File: config.mk
export PLATFORM = sky130hd
export DESIGN_NAME = lane_steer
export DESIGN_NICKNAME = d
export VERILOG_FILES = /design/src/logic/mem_pkg.sv /design/src/logic/lane_steer.sv
export SDC_FILE = /design/constraint.sdc
export NUM_CORES = 1
export LEC_CHECK = 0
export BUFFER_PORTS_ARGS = -buffer_cell sky130_fd_sc_hd__buf_4
export CORE_UTILIZATION = 30
export DETAILED_ROUTE_END_ITERATION = 8
export PLACE_DENSITY_LB_ADDON = 0.15
export SYNTH_ARGS = -nofsm -noshare
export SYNTH_HDL_FRONTEND = slang
export SYNTH_SLANG_ARGS = --single-unit
export TNS_END_PERCENT = 5
File: constraint.sdc
create_clock -name vclk -period 2.2
set_input_delay 0.44 -clock vclk [all_inputs]
set_output_delay 0.44 -clock vclk [all_outputs]
set_load 0.02 [all_outputs]
File: src/logic/mem_pkg.sv
package mem_pkg;

    // lanes per word, each one byte wide
    localparam int N_LANES = 4;

    // one lane of a memory word
    typedef logic [7:0] lane_t;

    // full data word as seen on a port
    typedef logic [31:0] word_t;

    // one write-enable bit per lane
    typedef logic [N_LANES-1:0] lane_mask_t;

    // byte position inside a word, the low address bits
    typedef logic [1:0] offset_t;

    // store-control code from the core
    typedef logic [2:0] store_ctrl_t;

    // store widths
    // any other code leaves memory untouched (read or idle)
    localparam store_ctrl_t STORE_BYTE = 3'd1;
    localparam store_ctrl_t STORE_HALF = 3'd2;
    localparam store_ctrl_t STORE_WORD = 3'd4;

endpackage

File: src/logic/lane_steer.sv
`timescale 1ns/100ps

module lane_steer #(
    parameter int WADDR_W = 11
) (
    input  logic [WADDR_W+1:0]   addr,
    input  mem_pkg::word_t       din,
    output logic [WADDR_W-1:0]   lane_addr [mem_pkg::N_LANES],
    output mem_pkg::lane_t       lane_din [mem_pkg::N_LANES]
);

    localparam int ADDR_W = WADDR_W + 2;
    localparam int LANE_W = $bits(mem_pkg::lane_t);

    mem_pkg::offset_t       offset;
    logic [WADDR_W-1:0]     word_addr;
    logic [WADDR_W-1:0]     word_addr_inc;
    mem_pkg::lane_t         din_bytes [mem_pkg::N_LANES];

    // split the byte address into word and offset
    assign offset    = addr[1:0];
    assign word_addr = addr[ADDR_W-1:2];

    // next word, shared by all lanes below the offset
    assign word_addr_inc = word_addr + 1'b1;

    for (genvar k = 0; k < mem_pkg::N_LANES; k++) begin : g_lane
        localparam mem_pkg::offset_t LANE = mem_pkg::offset_t'(k);

        mem_pkg::offset_t byte_sel;

        assign din_bytes[k] = din[LANE_W*k +: LANE_W];

        // lanes below the offset belong to the following word
        assign lane_addr[k] = (LANE < offset) ? word_addr_inc : word_addr;

        // write byte i lands on lane (offset + i) mod 4,
        // so lane k takes byte (k - offset) mod 4
        assign byte_sel    = LANE - offset;
        assign lane_din[k] = din_bytes[byte_sel];
    end

endmodule

; ---- Yosys cells after proc, flatten, opt, wreduce, memory -nomap -nowiden
; Cells that the tools add are included.
[totals]
regBits = 0
word_cells = 33
[classes]
n_addsub = 5
magnitude_cmp = 8
mux = 16
n_bitwise = 4
[op_table]
columns = op, count
row1 = $bmux W8 S2, 4
row2 = $mux W8, 8
row3 = $mux W11, 4
row4 = $ge A3 B3 Y1 const B, 4
row5 = $not A2 Y3, 4
row6 = $add A11 B1 Y11 const B, 1
row7 = $lt A1 B2 Y1 const A, 2
row8 = $lt A2 B2 Y1 const A, 2
row9 = $sub A1 B2 Y2 const A, 2
row10 = $sub A2 B2 Y2 const A, 2

; ---- Depth between registers and ports, before layout
[depth]
ltp_word = 5
depth_mapped = 8

; ---- Worst setup path before layout
; No wires, ideal clock.
[synth_path]
path_type = input to output
from = input port addr[0]
to = output port lane_addr[43] (netlist name)
arrival_ns = 1.866
required_time_ns = 1.760
setup_slack_ns = -0.106
cell_stages = 8
path_buffers = 3
path_cell_list = buf_6 > buf_6 > inv_1 > ha_1 > buf_2 > nand2b_2 > nor3_1 > xor2_1
[synth_lines]
columns = item, line
row1 = start: declaration, lane_steer.sv:6  ; input logic [WADDR_W+1:0] addr,
row2 = end: declaration, lane_steer.sv:8  ; output logic [WADDR_W-1:0] lane_addr [mem_pkg::N_LANES],

==> impl_metrics.ini <==
[outcome]
status = complete, no violations

[global_route]
grt-ovfl-total = 0
grt_start_max_net_pins = 26
grt_pass1_vias = 1319
grt_pass1_wl_um = 6470
grt_usage = 0.148
antenna_found_initial = 0

[sta]
worst_pin_slew_ns = 0.307
slew-limit-headroom = 0.795
finalSetupViolations = 0
drv_slew = 0
max_freq_mhz = 466
finalCritPeriodShare = 0.975
finalHoldViolations = 0
min_period_ns = 2.15
rsz0062_at_grt = false
whs_ns = 1.13

[placement]
hpwl_um = 3590
gp_congestion = 0.715
io_buffers = 121
placedCellCount = 302

[power]
p_leak_nw = 1.06
p_per_area_nw_per_um2 = 293
power.total_w = 0.000708
vdd_drop_max_uv = 139

[drt]
drt_first_pass_iters = 4
wl_met3_um = 401
vias = 1543
wl_met1_um = 1800
wirelength_um = 4420
wl_per_cell_um = 14.6
drt-vias-per-instance = 5.11
route.met2.wl_um = 2210
antenna_left = 0
dr.first_iter.drc_count = 24
routed.top_layer = met3
drc_errors = 0

[synthesis]
synth-compound-area-share = 0
syn_nets = 184
muxShareOfSynthArea = 0.492
yosys.area_share.simple = 0.144
yosysWarnings = 0
synthCells = 136
postSynthAreaPerCell_um2 = 11.3
syn-cell-area_um2 = 1540
seq_area_frac_synth = 0
synth_top_family_by_area = multiplexers
synth_xor_area_frac = 0.171
synth-adder-area-share = 0.0244
synth_cell_type_count = 27

[layout]
seq_cell_count = 0
utilization = 0.502
seqCellArea_um2 = 0
nNetsFinal = 285
diodes = 0
layout.cells.non_filler = 302
clock_buffers = 0
area_growth_pct = 56.9
drive_gt1_frac = 0.740

[floorplanning]
die_w_um = 73.7
rows = 25
die_y_um = 73.7
ios = 121
die_area_um2 = 5420
initial_core_util = 0.320
core_area_um2 = 4820

[worst_setup_path]
required_ns = 1.76
critPathMaxFanout = 10
worstSetupEndpointType = output port
crit_chain = buf_4 -> inv_1 -> ha_4 -> buf_12 -> mux4_2 -> buf_4
worst_path_most_repeated_cell = buf_4
cp.arrival_ns = 1.71
crit_path_start_kind = input pin
cp_slowest_cell = mux4_2
cpPeakStageDelay_ns = 0.50
criticalPathCategory = input pin to output port

[hold_path]
hold_path_class = input pin to output port
holdPathStages = 2

[cts]
ctsHoldBuffers = 0
cts_setup_buffers = 0
cts_resized = 0

[job]
maxCapViolations = 0
[synthesized netlist by cell type, drive strengths merged]
library cell | instances | share of area
and2 | 1 | 0.0041
and3 | 1 | 0.0041
and4 | 1 | 0.0057
buf | 29 | 0.16
clkbuf | 1 | 0.0032
ha | 3 | 0.024
inv | 2 | 0.0049
mux2 | 3 | 0.022
mux4 | 32 | 0.47
nand2 | 6 | 0.021
nand2b | 1 | 0.0057
nand3 | 4 | 0.013
nand3b | 1 | 0.0049
nand4 | 7 | 0.038
nand4b | 1 | 0.0057
nor2 | 5 | 0.012
nor3 | 8 | 0.029
xnor2 | 15 | 0.085
xor2 | 15 | 0.085
[layer usage]
layer / up-vias / GRT usage
li1: 710 / -
met3: 0 / 0.0206
met5: - / 0
met1: 759 / 0.185
met2: 74 / 0.286
met4: 0 / 0
[per-stage QoR]
step / setup slack, ns / setup TNS, ns / instance area [um2]
global placement: 0.0389 / 0 / 2390
global route: 0.0139 / 0 / 2420
finish: 0.0546 / 0 / 2420
CTS: 0.00530 / 0 / 2390
detailed placement: 0.0104 / 0 / 2390
floorplan: -0.0317 / -0.159 / 1560
[power by group]
part	switching [W]	internal [W]	total [W]
logic	0.000351	0.000357	0.000708
registers	0	0	0
clock network	0	0	0
[cells in the final DEF, fill, tap and decap left out]
master,Yosys,final
and2_1,1,1
and3_1,1,1
and4_1,1,1
buf_12,2,3
buf_4,14,126
ha_1,3,2
ha_4,0,1
inv_1,2,2
mux2_2,3,3
mux4_1,1,1
mux4_2,31,31
nand2_1,4,4
nand2_2,1,1
nand2_4,1,1
nand2b_2,1,1
nand3_1,4,4
nand3b_1,1,1
nand4_1,6,6
nand4_4,1,1
nand4b_1,1,1
nor2_1,5,5
nor3_1,7,3
nor3_2,1,5
xnor2_1,15,15
xor2_1,15,14
xor2_2,0,1
[final cells by class]
class | count | area, um2
fillers | 488 | 2400
multi-input cells | 104 | 1320
repair buffers | 129 | 1010
well taps | 67 | 83.8
inverters | 2 | 7.51
[logic make-up after synthesis]
kind of cell / Yosys count
AND/OR/NAND/NOR: 36
multiplexers: 35
buffers and inverters: 32
XOR/XNOR: 30
adder cells (fa/ha/maj): 3
[worst max-delay path: cells and delay by family]
kind / cells / cell delay [ns]
fa+ha+maj: 1 / 0.28
buf+inv: 4 / 0.48
mux: 1 / 0.50
[final timing paths]
kind / to / start / slack [ns]
worst max-delay path: lane_din[29] / addr[1] / 0.05
worst min-delay path: lane_addr[1] / addr[3] / 1.13
(Power assumes the default switching activity.)
