**config.mk**
```make
export PLATFORM = sky130hd
export DESIGN_NAME = store_mask
export DESIGN_NICKNAME = d
export VERILOG_FILES = /design/src/logic/mem_pkg.sv /design/src/logic/store_mask.sv
export SDC_FILE = /design/constraint.sdc
export NUM_CORES = 1
export LEC_CHECK = 0
export BUFFER_PORTS_ARGS = -buffer_cell sky130_fd_sc_hd__buf_4
export CORE_AREA = 2 2 39 41
export DETAILED_ROUTE_END_ITERATION = 16
export DIE_AREA = 0 0 41 43
export PLACE_DENSITY = 0.33
export SETUP_SLACK_MARGIN = 0.4
export SLEW_MARGIN = 5
export SYNTH_ARGS = -nofsm -noshare
export SYNTH_HDL_FRONTEND = slang
export SYNTH_SLANG_ARGS = --single-unit
export TNS_END_PERCENT = 1
```
**constraint.sdc**
```tcl
create_clock -name vclk -period 1.15
set_clock_uncertainty 0.15 [all_clocks]
set_input_delay 0.23 -clock vclk [all_inputs]
set_output_delay 0.23 -clock vclk [all_outputs]
set_load 0.05 [all_outputs]
```
**src/logic/mem_pkg.sv**
```systemverilog
package mem_pkg;

    // lanes per word, each one byte wide
    localparam int N_LANES = 4;

    // one lane of a memory word
    typedef logic [7:0] lane_t;

    // full data word as seen on a port
    typedef logic [31:0] word_t;

    // one write-enable bit per lane
    typedef logic [N_LANES-1:0] lane_mask_t;

    // byte position inside a word, the low address bits
    typedef logic [1:0] offset_t;

    // store-control code from the core
    typedef logic [2:0] store_ctrl_t;

    // store widths
    // any other code leaves memory untouched (read or idle)
    localparam store_ctrl_t STORE_BYTE = 3'd1;
    localparam store_ctrl_t STORE_HALF = 3'd2;
    localparam store_ctrl_t STORE_WORD = 3'd4;

endpackage

```
**src/logic/store_mask.sv**
```systemverilog
`timescale 1ns/100ps

module store_mask (
    input  mem_pkg::store_ctrl_t store_ctrl,
    input  mem_pkg::offset_t     offset,
    output mem_pkg::lane_mask_t  wmask
);

    mem_pkg::lane_mask_t                 run;
    logic [2*mem_pkg::N_LANES-1:0]       run_shift;

    // lane run starting at lane 0, by store width
    always_comb begin
        case (store_ctrl)
            mem_pkg::STORE_BYTE: run = 4'b0001;
            mem_pkg::STORE_HALF: run = 4'b0011;
            mem_pkg::STORE_WORD: run = 4'b1111;
            default:             run = 4'b0000;
        endcase
    end

    // rotate the run up to the offset
    // the doubled copy makes the upper half wrap lane 3 into lane 0
    assign run_shift = {run, run} << offset;
    assign wmask     = run_shift[2*mem_pkg::N_LANES-1:mem_pkg::N_LANES];

endmodule

```
Word level (Yosys, flattened, before mapping):

Index checks and enable logic that the tools add are counted.
Widths: inputs -> output; s select.

* equal/unequal tests: 3
* shift-type cells: 1
* muxes and demuxes: 1

Operator list (count)
* $pmux 4 s3: 1
* $shl 8x2->8: 1
* $eq 3x1->1 const B: 1
* $eq 3x2->1 const B: 1
* $eq 3x3->1 const B: 1

* register bits after elaboration: 0
* input bits: 5
* output and inout bits: 4
* word-level logic and storage cells: 5

Depth between registers and ports, before layout:

* depth in word-level cells: 3
* gate-level depth with buffers: 3
* gate-level depth less buffers: 3

Least setup slack after synthesis:

OpenSTA, ideal clock, no wires.

* kind: input port to output port
* start point: input store_ctrl[2]
* end point: output wmask[1]
* arrival: 1.617 ns
* data required time: 0.770 ns
* setup slack: -0.847 ns
* cell stages on the path: 2
* buffers on the path: 0
* path through: nand3b_1 > o311ai_1

* word-level cells in the longest chain between the ends: 3
* elaborated cells on any way between the ends: 5
* classes of those cells: 3 x eq/ne; 1 x shift; 1 x mux

Ends and longest elaborated chain
* from (decl): RTL line store_mask.sv:4 `input mem_pkg::store_ctrl_t store_ctrl,`
* $eq 3x3->1 (tied with other cells): RTL line store_mask.sv:14 `case (store_ctrl)`
* $pmux 4 s3 (*): RTL line store_mask.sv:14
* $shl 8x2->8 (*): RTL line store_mask.sv:24 `assign run_shift = {run, run} << offset;`
* to (decl): RTL line store_mask.sv:6 `output mem_pkg::lane_mask_t wmask`

Every way passes the cells marked *; elsewhere a longest branch is shown, timed or not.

Worst setup path in the final report:

Ends and elaborated chain as after synthesis.

==> results.ini <==
[global_route]
largest_net_degree_at_the_start_of_global_routing=8
grt_pass1_vias=157
grt_usage=0.05395
number_of_antenna_violations_at_the_first_check_in_global_routing=0
overflow=0
global_route_wire_length_before_repair_um=724

[worst_setup_path]
worst-endpoint-required_ps=770
critPathKind=input pin to primary output
slowest_stage=sky130_fd_sc_hd__or3_4
crit_family=simple AND/OR/NAND/NOR gates
cp_max_fo=5
critical_path.startpoint_type=input pin
cp.arrival_ps=1050
crit_buf_inv=2
crit_chain=buf_8 > nand2b_4 > or3_4 > o311ai_4 > buf_6
cp_slowest_stage_delay_ps=330
crit_path_end_kind=primary output

[die]
floorplan.initialDensity=0.09132
die_area_mm2=0.001763
coreArea_mm2=0.001384
fp.dieW_um=41
std_cell_rows=14
pin_count=9
floorplan.die.height_um=43

[detailed_routing]
drtIter0Drc=0
met1Wirelength_um=240
highest-signal-layer=met3
detailroute.via_count=182
detailedRoute.firstPassIterationCount=1
drt_wl_total_um=485
met3RoutedLength_um=23
wl_met2_um=221
antenna_left=0
route.detailed.drc=0
wire_per_inst_um=10.78
drt-vias-per-instance=4.044

[pwr]
clock_power_share=0
pwr_density_cell_mw_per_mm2=468.4
totalPowerFinal_mw=0.1571
switchingPower_mw=0.08052
p_leak_nw=0.1588
power.share.combinational=1.000
p_sw_frac=0.5126
power.sequential.fraction=0
internal-power_mw=0.07656
max-vdd-ir-drop_uv=131.7

[run_status]
outcome=finished with violations
failed_checks=negative setup slack

[timing]
finalSetupViolations=4
rsz0062_at_grt=true
layout_setup_ws_ps=-284.9
period_needed_ps=1435
timing_hold_violations_final=0
max_slew.worst_pin.slew_ps=330.2
maxSlewHeadroom=0.7783
final.period_utilization=1.248
drv_slew=0
timing.fmax_mhz=696.9

[synth]
synth_area_leader_cell=sky130_fd_sc_hd__a211o_1
synth_net_count=21
largest_cells_by_area_after_synthesis=sky130_fd_sc_hd__a211o_1, sky130_fd_sc_hd__o311ai_2, sky130_fd_sc_hd__nor3b_1, sky130_fd_sc_hd__and3b_1, sky130_fd_sc_hd__nand2b_2
syn_area_um2=126.4
share_of_yosys_cell_area_claimed_by_the_top_area_cell_type=0.1386
synth.lib_cells_used.distinct=13
syn_avg_cell_area_um2=7.898
postSynthCellCount=16
synth_warnings=0
part_of_the_yosys_area_used_for_sequential_elements=0

[place]
placement.cell_area_um2=277.8
place_congestion=0.6633
port_buffers=9
place_ws_ps=-411.1
half_perimeter_wire_length_after_detailed_placement_um=392.8

[finish]
final_common_cell=sky130_fd_sc_hd__buf_6
design.final.nets=36
number_of_clock_buffer_instances_in_the_layout=0
fin_area_um2=335.3
final_core_utilization=0.2423
sequential_cell_area_um2=0
drive_gt1_frac=0.6897
layout.sequential_cells=0
areaGrowthSynthToFinish_pct=165.3
most_frequent_cells_in_the_layout=sky130_fd_sc_hd__buf_6, sky130_fd_sc_hd__buf_4, sky130_fd_sc_hd__buf_8
antenna_cells=0

[min_path]
hold_path.class=input pin to primary output

[job]
cap_violations=0

==> Yosys cell counts, drive strengths merged <==
| master | n |
|---|---|
| nor3b | 2 |
| nor2 | 2 |
| and3b | 1 |
| a211o | 2 |
| or3b | 1 |
| xnor2 | 1 |
| nand3b | 1 |
| or3 | 1 |
| o311ai | 2 |
| nand2b | 1 |
| nand3 | 1 |
| and2b | 1 |
==> tightest hold or removal path, delay by kind of cell <==
kind	cells	cell delay, ps
buf+inv	2	260
compound gates	1	150
==> path summary, 6_finish.rpt <==
| path | startpoint | to | slack (ps) | cells past startpoint |
|---|---|---|---|---|
| max | store_ctrl[2] | wmask[1] | -280 | 5 |
| min | offset[1] | wmask[3] | 720 | 3 |
==> what timing repair did <==
| action | in CTS | in global routing |
|---|---|---|
| buffers inserted | 0 | 0 |
| hold buffers | 0 | 0 |
| pin swaps | 3 | 4 |
| setup endpoints to repair | 4 | 4 |
| gates resized for setup | 12 | 3 |
| hold endpoints to repair | 0 | 0 |
==> routing by layer <==
layer,track usage,vias up
met4,0,0
met1,0.08544,82
met2,0.08125,9
li1,-,91
met3,0.005236,0
met5,0,-
==> metrics by stage <==
step	instances	TNS, ps	hold slack (ps)
after CTS	45	-1209	713.9
after floorplan	16	-681.7	495.3
final	45	-1117	717.2
after global placement	45	-1568	740.9
after global routing	45	-1265	747.9
after detailed placement	45	-1555	739.3
==> layout make-up <==
cell class	instances	area, um^2
fill	149	1049
multi-input combinational	16	172.7
timing repair buffer	13	142.6
tap	16	20.02
==> cells by family (layout without fill, tap and decap cells) <==
group / after synthesis / after routing / synth area share
simple gates: 11 / 11 / 0.5941
compound gates: 4 / 4 / 0.3367
xor+xnor: 1 / 1 / 0.06932
buf+inv: 0 / 13 / 0
==> power by group through the flow <==
stage	Clock (mW)	Sequential [mW]	Combinational, mW
2_1_floorplan	0	0	0.0768
3_3_place_gp	0	0	0.133
3_5_place_dp	0	0	0.133
4_1_cts	0	0	0.153
5_1_grt	0	0	0.166
6_report	0	0	0.157
Note: power is estimated with default switching activity, not from simulation.
